--- config.mk ---
export PLATFORM = sky130hd
export DESIGN_NAME = div_top
export DESIGN_NICKNAME = d
export VERILOG_FILES = /design/src/common/div_cfg_pkg.sv /design/src/common/div_op_pkg.sv /design/src/div/div_core.sv /design/src/div/div_ctrl.sv /design/src/div/div_prep.sv /design/src/rtl/div_top.sv
export SDC_FILE = /design/constraint.sdc
export NUM_CORES = 1
export LEC_CHECK = 0
export BUFFER_PORTS_ARGS = -buffer_cell sky130_fd_sc_hd__buf_4
export CAP_MARGIN = 20
export CORE_MARGIN = 5
export CORE_UTILIZATION = 60
export CTS_BUF_LIST = sky130_fd_sc_hd__clkbuf_16
export DETAILED_ROUTE_END_ITERATION = 12
export PLACE_DENSITY = 0.81
export SKIP_CTS_REPAIR_TIMING = 1
export SYNTH_ARGS = -nofsm -noshare
export SYNTH_HDL_FRONTEND = slang
export SYNTH_SLANG_ARGS = --single-unit
--- constraint.sdc ---
create_clock -name clk_i -period 5.6 [get_ports clk_i]
set_input_delay 0.56 -clock clk_i [delete_from_list [all_inputs] [get_ports clk_i]]
set_output_delay 0.56 -clock clk_i [all_outputs]
set_load 0.01 [all_outputs]
--- src/common/div_cfg_pkg.sv ---
////////////////////
// divider configuration shared by RTL and testbench
// default datapath width and the controller state encoding
////////////////////

package div_cfg_pkg;

  ////////////////////
  // sizing
  ////////////////////

  // one machine word
  localparam int DIV_XLEN_DEFAULT = 32;

  ////////////////////
  // controller states
  ////////////////////

  typedef enum logic [1:0] {
    ST_CHK = 2'b00, // idle, checking for issue
    ST_DIV = 2'b01, // iterating
    ST_RES = 2'b10  // result ready, waiting on memory stage
  } div_state_e;

endpackage

--- src/common/div_op_pkg.sv ---
////////////////////
// decoded divide operation codes
// bit 0 selects unsigned, bit 1 selects remainder
////////////////////

package div_op_pkg;

  ////////////////////
  // bit meanings
  ////////////////////

  localparam int OP_UNSIGNED_BIT = 0; // set for DIVU / REMU
  localparam int OP_REM_BIT      = 1; // set for REM / REMU

  ////////////////////
  // operation codes
  ////////////////////

  typedef enum logic [1:0] {
    OP_DIV  = 2'b00, // signed quotient
    OP_DIVU = 2'b01, // unsigned quotient
    OP_REM  = 2'b10, // signed remainder
    OP_REMU = 2'b11  // unsigned remainder
  } div_op_e;

  // both bits line up with the bit positions above
  // so op[OP_REM_BIT] picks remainder vs quotient directly

endpackage

--- src/div/div_core.sv ---
////////////////////
// bit-serial restoring divide core on unsigned magnitudes
// start_i loads the operands, then MXLEN steps follow one per cycle
// last_o is high in the cycle of the final step
////////////////////

`timescale 1ns/1ps

module div_core #(
  parameter int MXLEN = 32
)
(
  input  logic             clk_i,
  input  logic             rst_ni,

  input  logic             start_i,
  input  logic [MXLEN-1:0] dividend_i,
  input  logic [MXLEN-1:0] divisor_i,

  output logic             last_o,
  output logic [MXLEN-1:0] quotient_o,
  output logic [MXLEN-1:0] remainder_o
);

  localparam int CNT_W = $clog2(MXLEN);

  logic             busy;
  logic [CNT_W-1:0] cnt;     // steps left minus one
  logic [MXLEN-1:0] p;       // partial remainder
  logic [MXLEN-1:0] a;       // dividend shifting out, quotient shifting in
  logic [MXLEN-1:0] b;       // divisor
  logic [MXLEN  :0] p_shift; // one extra bit, divisor may use the msb
  logic [MXLEN  :0] diff;

  assign p_shift = {p, a[MXLEN-1]};
  assign diff    = p_shift - {1'b0, b};

  assign last_o = busy && (cnt == '0);

  ////////////////////
  // step control
  ////////////////////

  always_ff @(posedge clk_i or negedge rst_ni)
    if (!rst_ni)
    begin
      busy <= 1'b0;
      cnt  <= '0;
    end
    else if (start_i)
    begin
      busy <= 1'b1;
      cnt  <= CNT_W'(MXLEN-1);
    end
    else if (busy)
    begin
      cnt <= cnt - 1'b1;
      if (cnt == '0) busy <= 1'b0;
    end

  // datapath
  always_ff @(posedge clk_i)
    if (start_i)
    begin
      p <= '0;
      a <= dividend_i;
      b <= divisor_i;
    end
    else if (busy)
    begin
      if (diff[MXLEN]) p <= p_shift[MXLEN-1:0]; // negative, restore
      else             p <= diff[MXLEN-1:0];
      a <= {a[MXLEN-2:0], ~diff[MXLEN]};          // quotient bit in
    end

  assign quotient_o  = a;
  assign remainder_o = p;

endmodule

--- src/div/div_ctrl.sv ---
////////////////////
// divider sequencing FSM and result register
// accepts issues in the check state, returns early results directly,
// otherwise runs the core and applies the sign fix-up on the way out
////////////////////

`timescale 1ns/1ps

module div_ctrl
  import div_op_pkg::*;
  import div_cfg_pkg::*;
#(
  parameter int MXLEN = 32
)
(
  input  logic             clk_i,
  input  logic             rst_ni,

  input  logic             issue_i,
  input  logic             ex_stall_i,
  input  logic             mem_stall_i,
  input  div_op_e          op_i,

  // from operand preparation
  input  logic             special_i,
  input  logic [MXLEN-1:0] special_val_i,
  input  logic             neg_q_i,
  input  logic             neg_r_i,

  // from core
  input  logic             last_i,
  input  logic [MXLEN-1:0] quotient_i,
  input  logic [MXLEN-1:0] remainder_i,

  output logic             start_o,
  output logic [MXLEN-1:0] div_r_o,
  output logic             div_bubble_o,
  output logic             div_stall_o
);

  div_state_e       state;
  logic             accept;
  logic             res_load;
  div_op_e          op_q;   // op in flight
  logic             neg_q_q;
  logic             neg_r_q;
  logic             neg_sel;
  logic [MXLEN-1:0] res_sel;
  logic [MXLEN-1:0] res_val;

  assign accept   = (state == ST_CHK) && issue_i && !ex_stall_i;
  assign res_load = (state == ST_RES) && !mem_stall_i;
  assign start_o  = accept && !special_i; // core only for real divisions

  ////////////////////
  // result select and sign fix-up
  ////////////////////

  assign res_sel = op_q[OP_REM_BIT] ? remainder_i : quotient_i;
  assign neg_sel = op_q[OP_REM_BIT] ? neg_r_q : neg_q_q;
  assign res_val = neg_sel ? (~res_sel + 1'b1) : res_sel;

  ////////////////////
  // FSM
  ////////////////////

  always_ff @(posedge clk_i or negedge rst_ni)
    if (!rst_ni)
    begin
      state        <= ST_CHK;
      div_bubble_o <= 1'b1;
      div_stall_o  <= 1'b0;
    end
    else
    begin
      div_bubble_o <= 1'b1; // single cycle low pulse
      unique case (state)
        ST_CHK:
          if (accept)
          begin
            if (special_i)
            begin
              div_bubble_o <= 1'b0; // early result, no stall
            end
            else
            begin
              state       <= ST_DIV;
              div_stall_o <= 1'b1;
            end
          end
        ST_DIV:
          if (last_i) state <= ST_RES;
        ST_RES:
          if (!mem_stall_i)
          begin
            state        <= ST_CHK;
            div_bubble_o <= 1'b0;
            div_stall_o  <= 1'b0;
          end
        default: state <= ST_CHK;
      endcase
    end

  // op, flags and result
  always_ff @(posedge clk_i)
    if (accept)
    begin
      op_q    <= op_i;
      neg_q_q <= neg_q_i;
      neg_r_q <= neg_r_i;
      if (special_i) div_r_o <= special_val_i;
    end
    else if (res_load)
    begin
      div_r_o <= res_val;
    end

endmodule

--- src/div/div_prep.sv ---
////////////////////
// divider operand preparation, purely combinational
// flags divide by zero and signed overflow with their early result,
// otherwise hands magnitudes and sign fix-up flags onwards
////////////////////

`timescale 1ns/1ps

module div_prep
  import div_op_pkg::*;
#(
  parameter int MXLEN = 32
)
(
  input  div_op_e          op_i,
  input  logic [MXLEN-1:0] opa_i,
  input  logic [MXLEN-1:0] opb_i,

  output logic             special_o,
  output logic [MXLEN-1:0] special_val_o,
  output logic             neg_q_o,
  output logic             neg_r_o,
  output logic [MXLEN-1:0] dividend_o,
  output logic [MXLEN-1:0] divisor_o
);

  logic             is_unsigned;
  logic             is_rem;
  logic             div_zero;
  logic             sgn_ovf;
  logic             sign_a;
  logic             sign_b;
  logic [MXLEN-1:0] most_neg;

  assign is_unsigned = op_i[OP_UNSIGNED_BIT];
  assign is_rem      = op_i[OP_REM_BIT];

  assign most_neg = {1'b1, {(MXLEN-1){1'b0}}}; // -2^(MXLEN-1)

  ////////////////////
  // special cases
  ////////////////////

  assign div_zero = ~|opb_i;
  // most negative / -1 only overflows for signed ops
  assign sgn_ovf  = !is_unsigned && (opa_i == most_neg) && (&opb_i);

  assign special_o = div_zero | sgn_ovf;

  always_comb
  begin
    special_val_o = '0;
    if (div_zero)
    begin
      special_val_o = is_rem ? opa_i : {MXLEN{1'b1}}; // q = all ones, r = dividend
    end
    else if (sgn_ovf)
    begin
      special_val_o = is_rem ? '0 : opa_i; // q = dividend, r = 0
    end
  end

  ////////////////////
  // magnitudes and signs
  ////////////////////

  assign sign_a = !is_unsigned && opa_i[MXLEN-1];
  assign sign_b = !is_unsigned && opb_i[MXLEN-1];

  assign neg_q_o = sign_a ^ sign_b; // signs differ
  assign neg_r_o = sign_a;          // remainder follows dividend

  // abs of most_neg wraps to 2^(MXLEN-1), still fine as unsigned magnitude
  assign dividend_o = sign_a ? (~opa_i + 1'b1) : opa_i;
  assign divisor_o  = sign_b ? (~opb_i + 1'b1) : opb_i;

endmodule

--- src/rtl/div_top.sv ---
////////////////////
// RISC-V serial integer divider, top level
// operand preparation, restoring iteration core and controller
// issue_i with ex_stall_i low starts an operation, result on div_r_o
// while div_bubble_o is low
////////////////////

`timescale 1ns/1ps

module div_top
  import div_op_pkg::*;
  import div_cfg_pkg::*;
#(
  parameter int MXLEN = DIV_XLEN_DEFAULT
)
(
  input  logic             clk_i,
  input  logic             rst_ni,

  input  logic             issue_i,
  input  div_op_e          op_i,
  input  logic [MXLEN-1:0] opa_i,
  input  logic [MXLEN-1:0] opb_i,

  input  logic             ex_stall_i,
  input  logic             mem_stall_i,

  output logic [MXLEN-1:0] div_r_o,
  output logic             div_bubble_o,
  output logic             div_stall_o
);

  logic             special;
  logic [MXLEN-1:0] special_val;
  logic             neg_q;
  logic             neg_r;
  logic [MXLEN-1:0] dividend;
  logic [MXLEN-1:0] divisor;
  logic             start;
  logic             last;
  logic [MXLEN-1:0] quotient;
  logic [MXLEN-1:0] remainder;

  div_prep #(.MXLEN(MXLEN)) div_prep_i (
    .op_i          (op_i),
    .opa_i         (opa_i),
    .opb_i         (opb_i),
    .special_o     (special),
    .special_val_o (special_val),
    .neg_q_o       (neg_q),
    .neg_r_o       (neg_r),
    .dividend_o    (dividend),
    .divisor_o     (divisor)
  );

  div_core #(.MXLEN(MXLEN)) div_core_i (
    .clk_i       (clk_i),
    .rst_ni      (rst_ni),
    .start_i     (start),
    .dividend_i  (dividend),
    .divisor_i   (divisor),
    .last_o      (last),
    .quotient_o  (quotient),
    .remainder_o (remainder)
  );

  div_ctrl #(.MXLEN(MXLEN)) div_ctrl_i (
    .clk_i         (clk_i),
    .rst_ni        (rst_ni),
    .issue_i       (issue_i),
    .ex_stall_i    (ex_stall_i),
    .mem_stall_i   (mem_stall_i),
    .op_i          (op_i),
    .special_i     (special),
    .special_val_i (special_val),
    .neg_q_i       (neg_q),
    .neg_r_i       (neg_r),
    .last_i        (last),
    .quotient_i    (quotient),
    .remainder_i   (remainder),
    .start_o       (start),
    .div_r_o       (div_r_o),
    .div_bubble_o  (div_bubble_o),
    .div_stall_o   (div_stall_o)
  );

endmodule

==> flow_summary.yaml <==
worst_setup_path:
  cp_top_family: "simple AND/OR/NAND/NOR gates"
  path_class: "reg -> reg"
  end_kind: "flip-flop"
  startpoint_type: "flip-flop"
  reg2reg_from: "div_ctrl_i.op_q[1]"
  path_cells: "buf_4, nor3b_1, o21ai_0, nor3_1, nor3b_2, a41oi_1, xor2_1, o22ai_1"
  rr_worst_depth: 8
  max_stage_delay_ns: 0.87
  rr_endpoint: "div_ctrl_i.div_r_o[31]"
  cp_slowest_cell: "edfxtp_1"
  critical_path_required_ns: 5.85
  worst-path-max-fanout: 55
  path_buf_inv: 1
  rrSetupSlack_ns: 1.86
  cp.arrival_ns: 3.99
detailed_routing:
  drt_pass1_iterations: 7
  viasPerCell: 6.229
  drtIter0Drc: 918
  wl_mm: 26.97
  post_drt_wl_per_cell_um: 18.51
  drtAntennaViolNets: 0
  post-route-drc-count: 0
  via_count: 9076
synth:
  synth-edff-count: 99
  seq_area_frac_synth_pct: 37.98
  synthTopCellsByArea: "edfxtp_1 29%, dfxtp_1 6.3%, mux2i_1 5.3%"
  synth_area_per_cell_um2: 8.919
  synthArstFlopShare_pct: 7.092
  syn_nets: 1251
  syn_inst: 1141
  ys_warn_count: 0
  synthFlopType: "edfxtp_1"
  synth_top_area_cell: "edfxtp_1"
  ys_ff_latch: 141
  synth_area_um2: 10180
  ys_types: 79
  synth_top_area_share_pct: 29.21
clocking:
  clock-sinks: 141
  cts-root-buf: "clkbuf_16"
  clock_latency_ns: 0.43
  cts_tree: "yes"
  cts.clk_slew.worst_paths_ns: 0.06
  htree_num_levels: 4
  cts_buffer_depth: 2
  cts_made_buffers: 17
timing:
  clock_skew_ns: 0.007957
  period_minus_slack_ns: 3.741
  max_freq_mhz: 267.3
  slew_headroom_pct: 32.29
  report.final.setup_viol: 0
  worst_slew_pin_slew_ns: 1.014
  final.period_utilization_pct: 66.80
  tns_ns: 0
  slew_viol_final: 0
  rsz0062_at_grt: "no"
  hold_violations: 0
die:
  chipWidth_um: 140.2
  die_h_um: 140.2
  die_area_um2: 19660
  coreArea_um2: 16580
  rows: 47
  start_util_pct: 61.36
  ioPinCount: 105
layout:
  final_cell_mix: "114 x buf_4, 105 x nor2_1, 99 x edfxtp_1"
  fin_util_pct: 70.70
  drive_above_1_share_pct: 14.55
  syn2layout_area_growth_pct: 15.22
  instances_no_fill: 1457
  finalInstanceArea_um2: 11730
  final_common_cell: "buf_4"
  final_nets: 1334
  n_antenna_cell: 0
power:
  p_leak_nw: 4.763
  vdd.ir_drop.worst_mv: 0.3960
  total_power_w: 0.006173
  p_per_area_nw_per_um2: 526.4
placement:
  place_area_um2: 11090
  dp.cells: 1421
  port_buffers: 104
  gp_congestion: 0.9443
  place_hpwl_mm: 19.43
run:
  drv_cap: 0
run_status:
  status: "completed"
min_path:
  hold_start: "opb_i[0]"
  min_path_type: "in -> reg"
  hold_path_depth: 1
  min_to: "div_core_i.b[0]"
grt:
  grt_usage_pct: 26.98
  grt_pass1_wl_mm: 42.97
  antenna_found_initial: 0
  grt_pass1_vias: 8697
  grt-ovfl-total: 0
  grt_start_max_net_pins: 108
## sequential cells by signal, indices dropped and copies added, names as in the netlist
register                 count
div_ctrl_i.div_r_o          32
div_ctrl_i.neg_q_q           1
div_ctrl_i.div_stall_o       1
div_ctrl_i.neg_r_q           1
div_ctrl_i.state             2
div_core_i.quotient_o       32
div_ctrl_i.op_q              1
div_core_i.b                32
div_ctrl_i.div_bubble_o      1
div_core_i.busy              1
div_core_i.remainder_o      32
div_core_i.cnt               5
## worst max path at each step
stage / startpoint / endpoint / slack [ns] / depth (start not counted)
after detailed placement: opa_i[23] / div_core_i.remainder_o[31] / 1.84 / 10
final: div_ctrl_i.op_q[1] / div_ctrl_i.div_r_o[31] / 1.86 / 8
after CTS: div_ctrl_i.op_q[1] / div_ctrl_i.div_r_o[31] / 1.91 / 8
after floorplan: opa_i[9] / div_ctrl_i.div_r_o[0] / 0.96 / 6
after global placement: opa_i[23] / div_core_i.remainder_o[31] / 1.89 / 10
after global routing: div_ctrl_i.op_q[1] / div_ctrl_i.div_r_o[28] / 1.58 / 7
## cell families (layout without fill, tap and decap cells)
kind of cell	Yosys count	in the layout	synth area share, %
AO/OA/AOI/OAI	323	323	18.85
XOR/XNOR	119	119	10.32
adder cells (fa/ha/maj)	39	39	4.869
buffers and inverters	109	205	4.451
flip-flops	141	141	37.98
multiplexers	57	57	5.644
AND/OR/NAND/NOR	353	353	17.89
## synth_stat cells, types with 3 or more instances
library cell and n:
a2111oi_0 3, a211oi_1 4, a21o_1 6, a21oi_1 97, a31oi_1 6, a41oi_1 8
and2_1 5, and3_1 6, and4_1 3, buf_1 3, buf_2 16, clkbuf_1 29
dfrtp_1 9, dfxtp_1 32, edfxtp_1 99, ha_1 38, inv_1 53, mux2_2 3
mux2i_1 54, nand2_1 92, nand2b_1 11, nand3_1 15, nand4_1 15, nor2_1 105
nor2b_1 13, nor3_1 30, nor3b_1 9, nor4_1 7, nor4_2 4, o211ai_1 4
o21a_1 7, o21ai_0 66, o21ai_1 40, o21bai_1 3, o221ai_1 3, o22ai_1 35
o31ai_1 19, o41ai_1 8, or2_2 4, or3_1 9, or4_1 4, xnor2_1 59
xor2_1 59
## per-layer routing
| layer | share of wire (%) | track usage, % | vias to the layer above |
|---|---|---|---|
| met5 | 0 | 0 | - |
| met4 | 3.7 | 11.78 | 0 |
| met3 | 6.2 | 5.385 | 84 |
| met2 | 50 | 45.24 | 339 |
| met1 | 41 | 33.89 | 4307 |
| li1 | - | - | 4346 |
## metrics by stage
stage	setup WS (ns)	hold slack, ns
after global routing	1.582	0.3562
after global placement	1.892	0.3904
final	1.859	0.3618
after floorplan	0.9624	0.2644
after CTS	1.908	-0.06372
after detailed placement	1.840	0.3895
## area by class of cell
cell class                      instances  area, um2
Fill cell                            1279       4858
Clock buffer                           17      425.4
Tap cell                              220      275.3
Inverter                               56      210.2
Multi-Input combinational cell        891       5888
Sequential cell                       141       3865
Timing Repair Buffer                  117      905.9
Clock inverter                         15      155.1
## power breakdown
part | internal [W] | leakage (nW) | switching, W
clock | 0.000690 | 0.284 | 0.000452
sequential | 0.00157 | 1.33 | 0.000397
combinational | 0.00133 | 3.15 | 0.00174
total | 0.00359 | 4.76 | 0.00259
(Power assumes the default switching activity.)
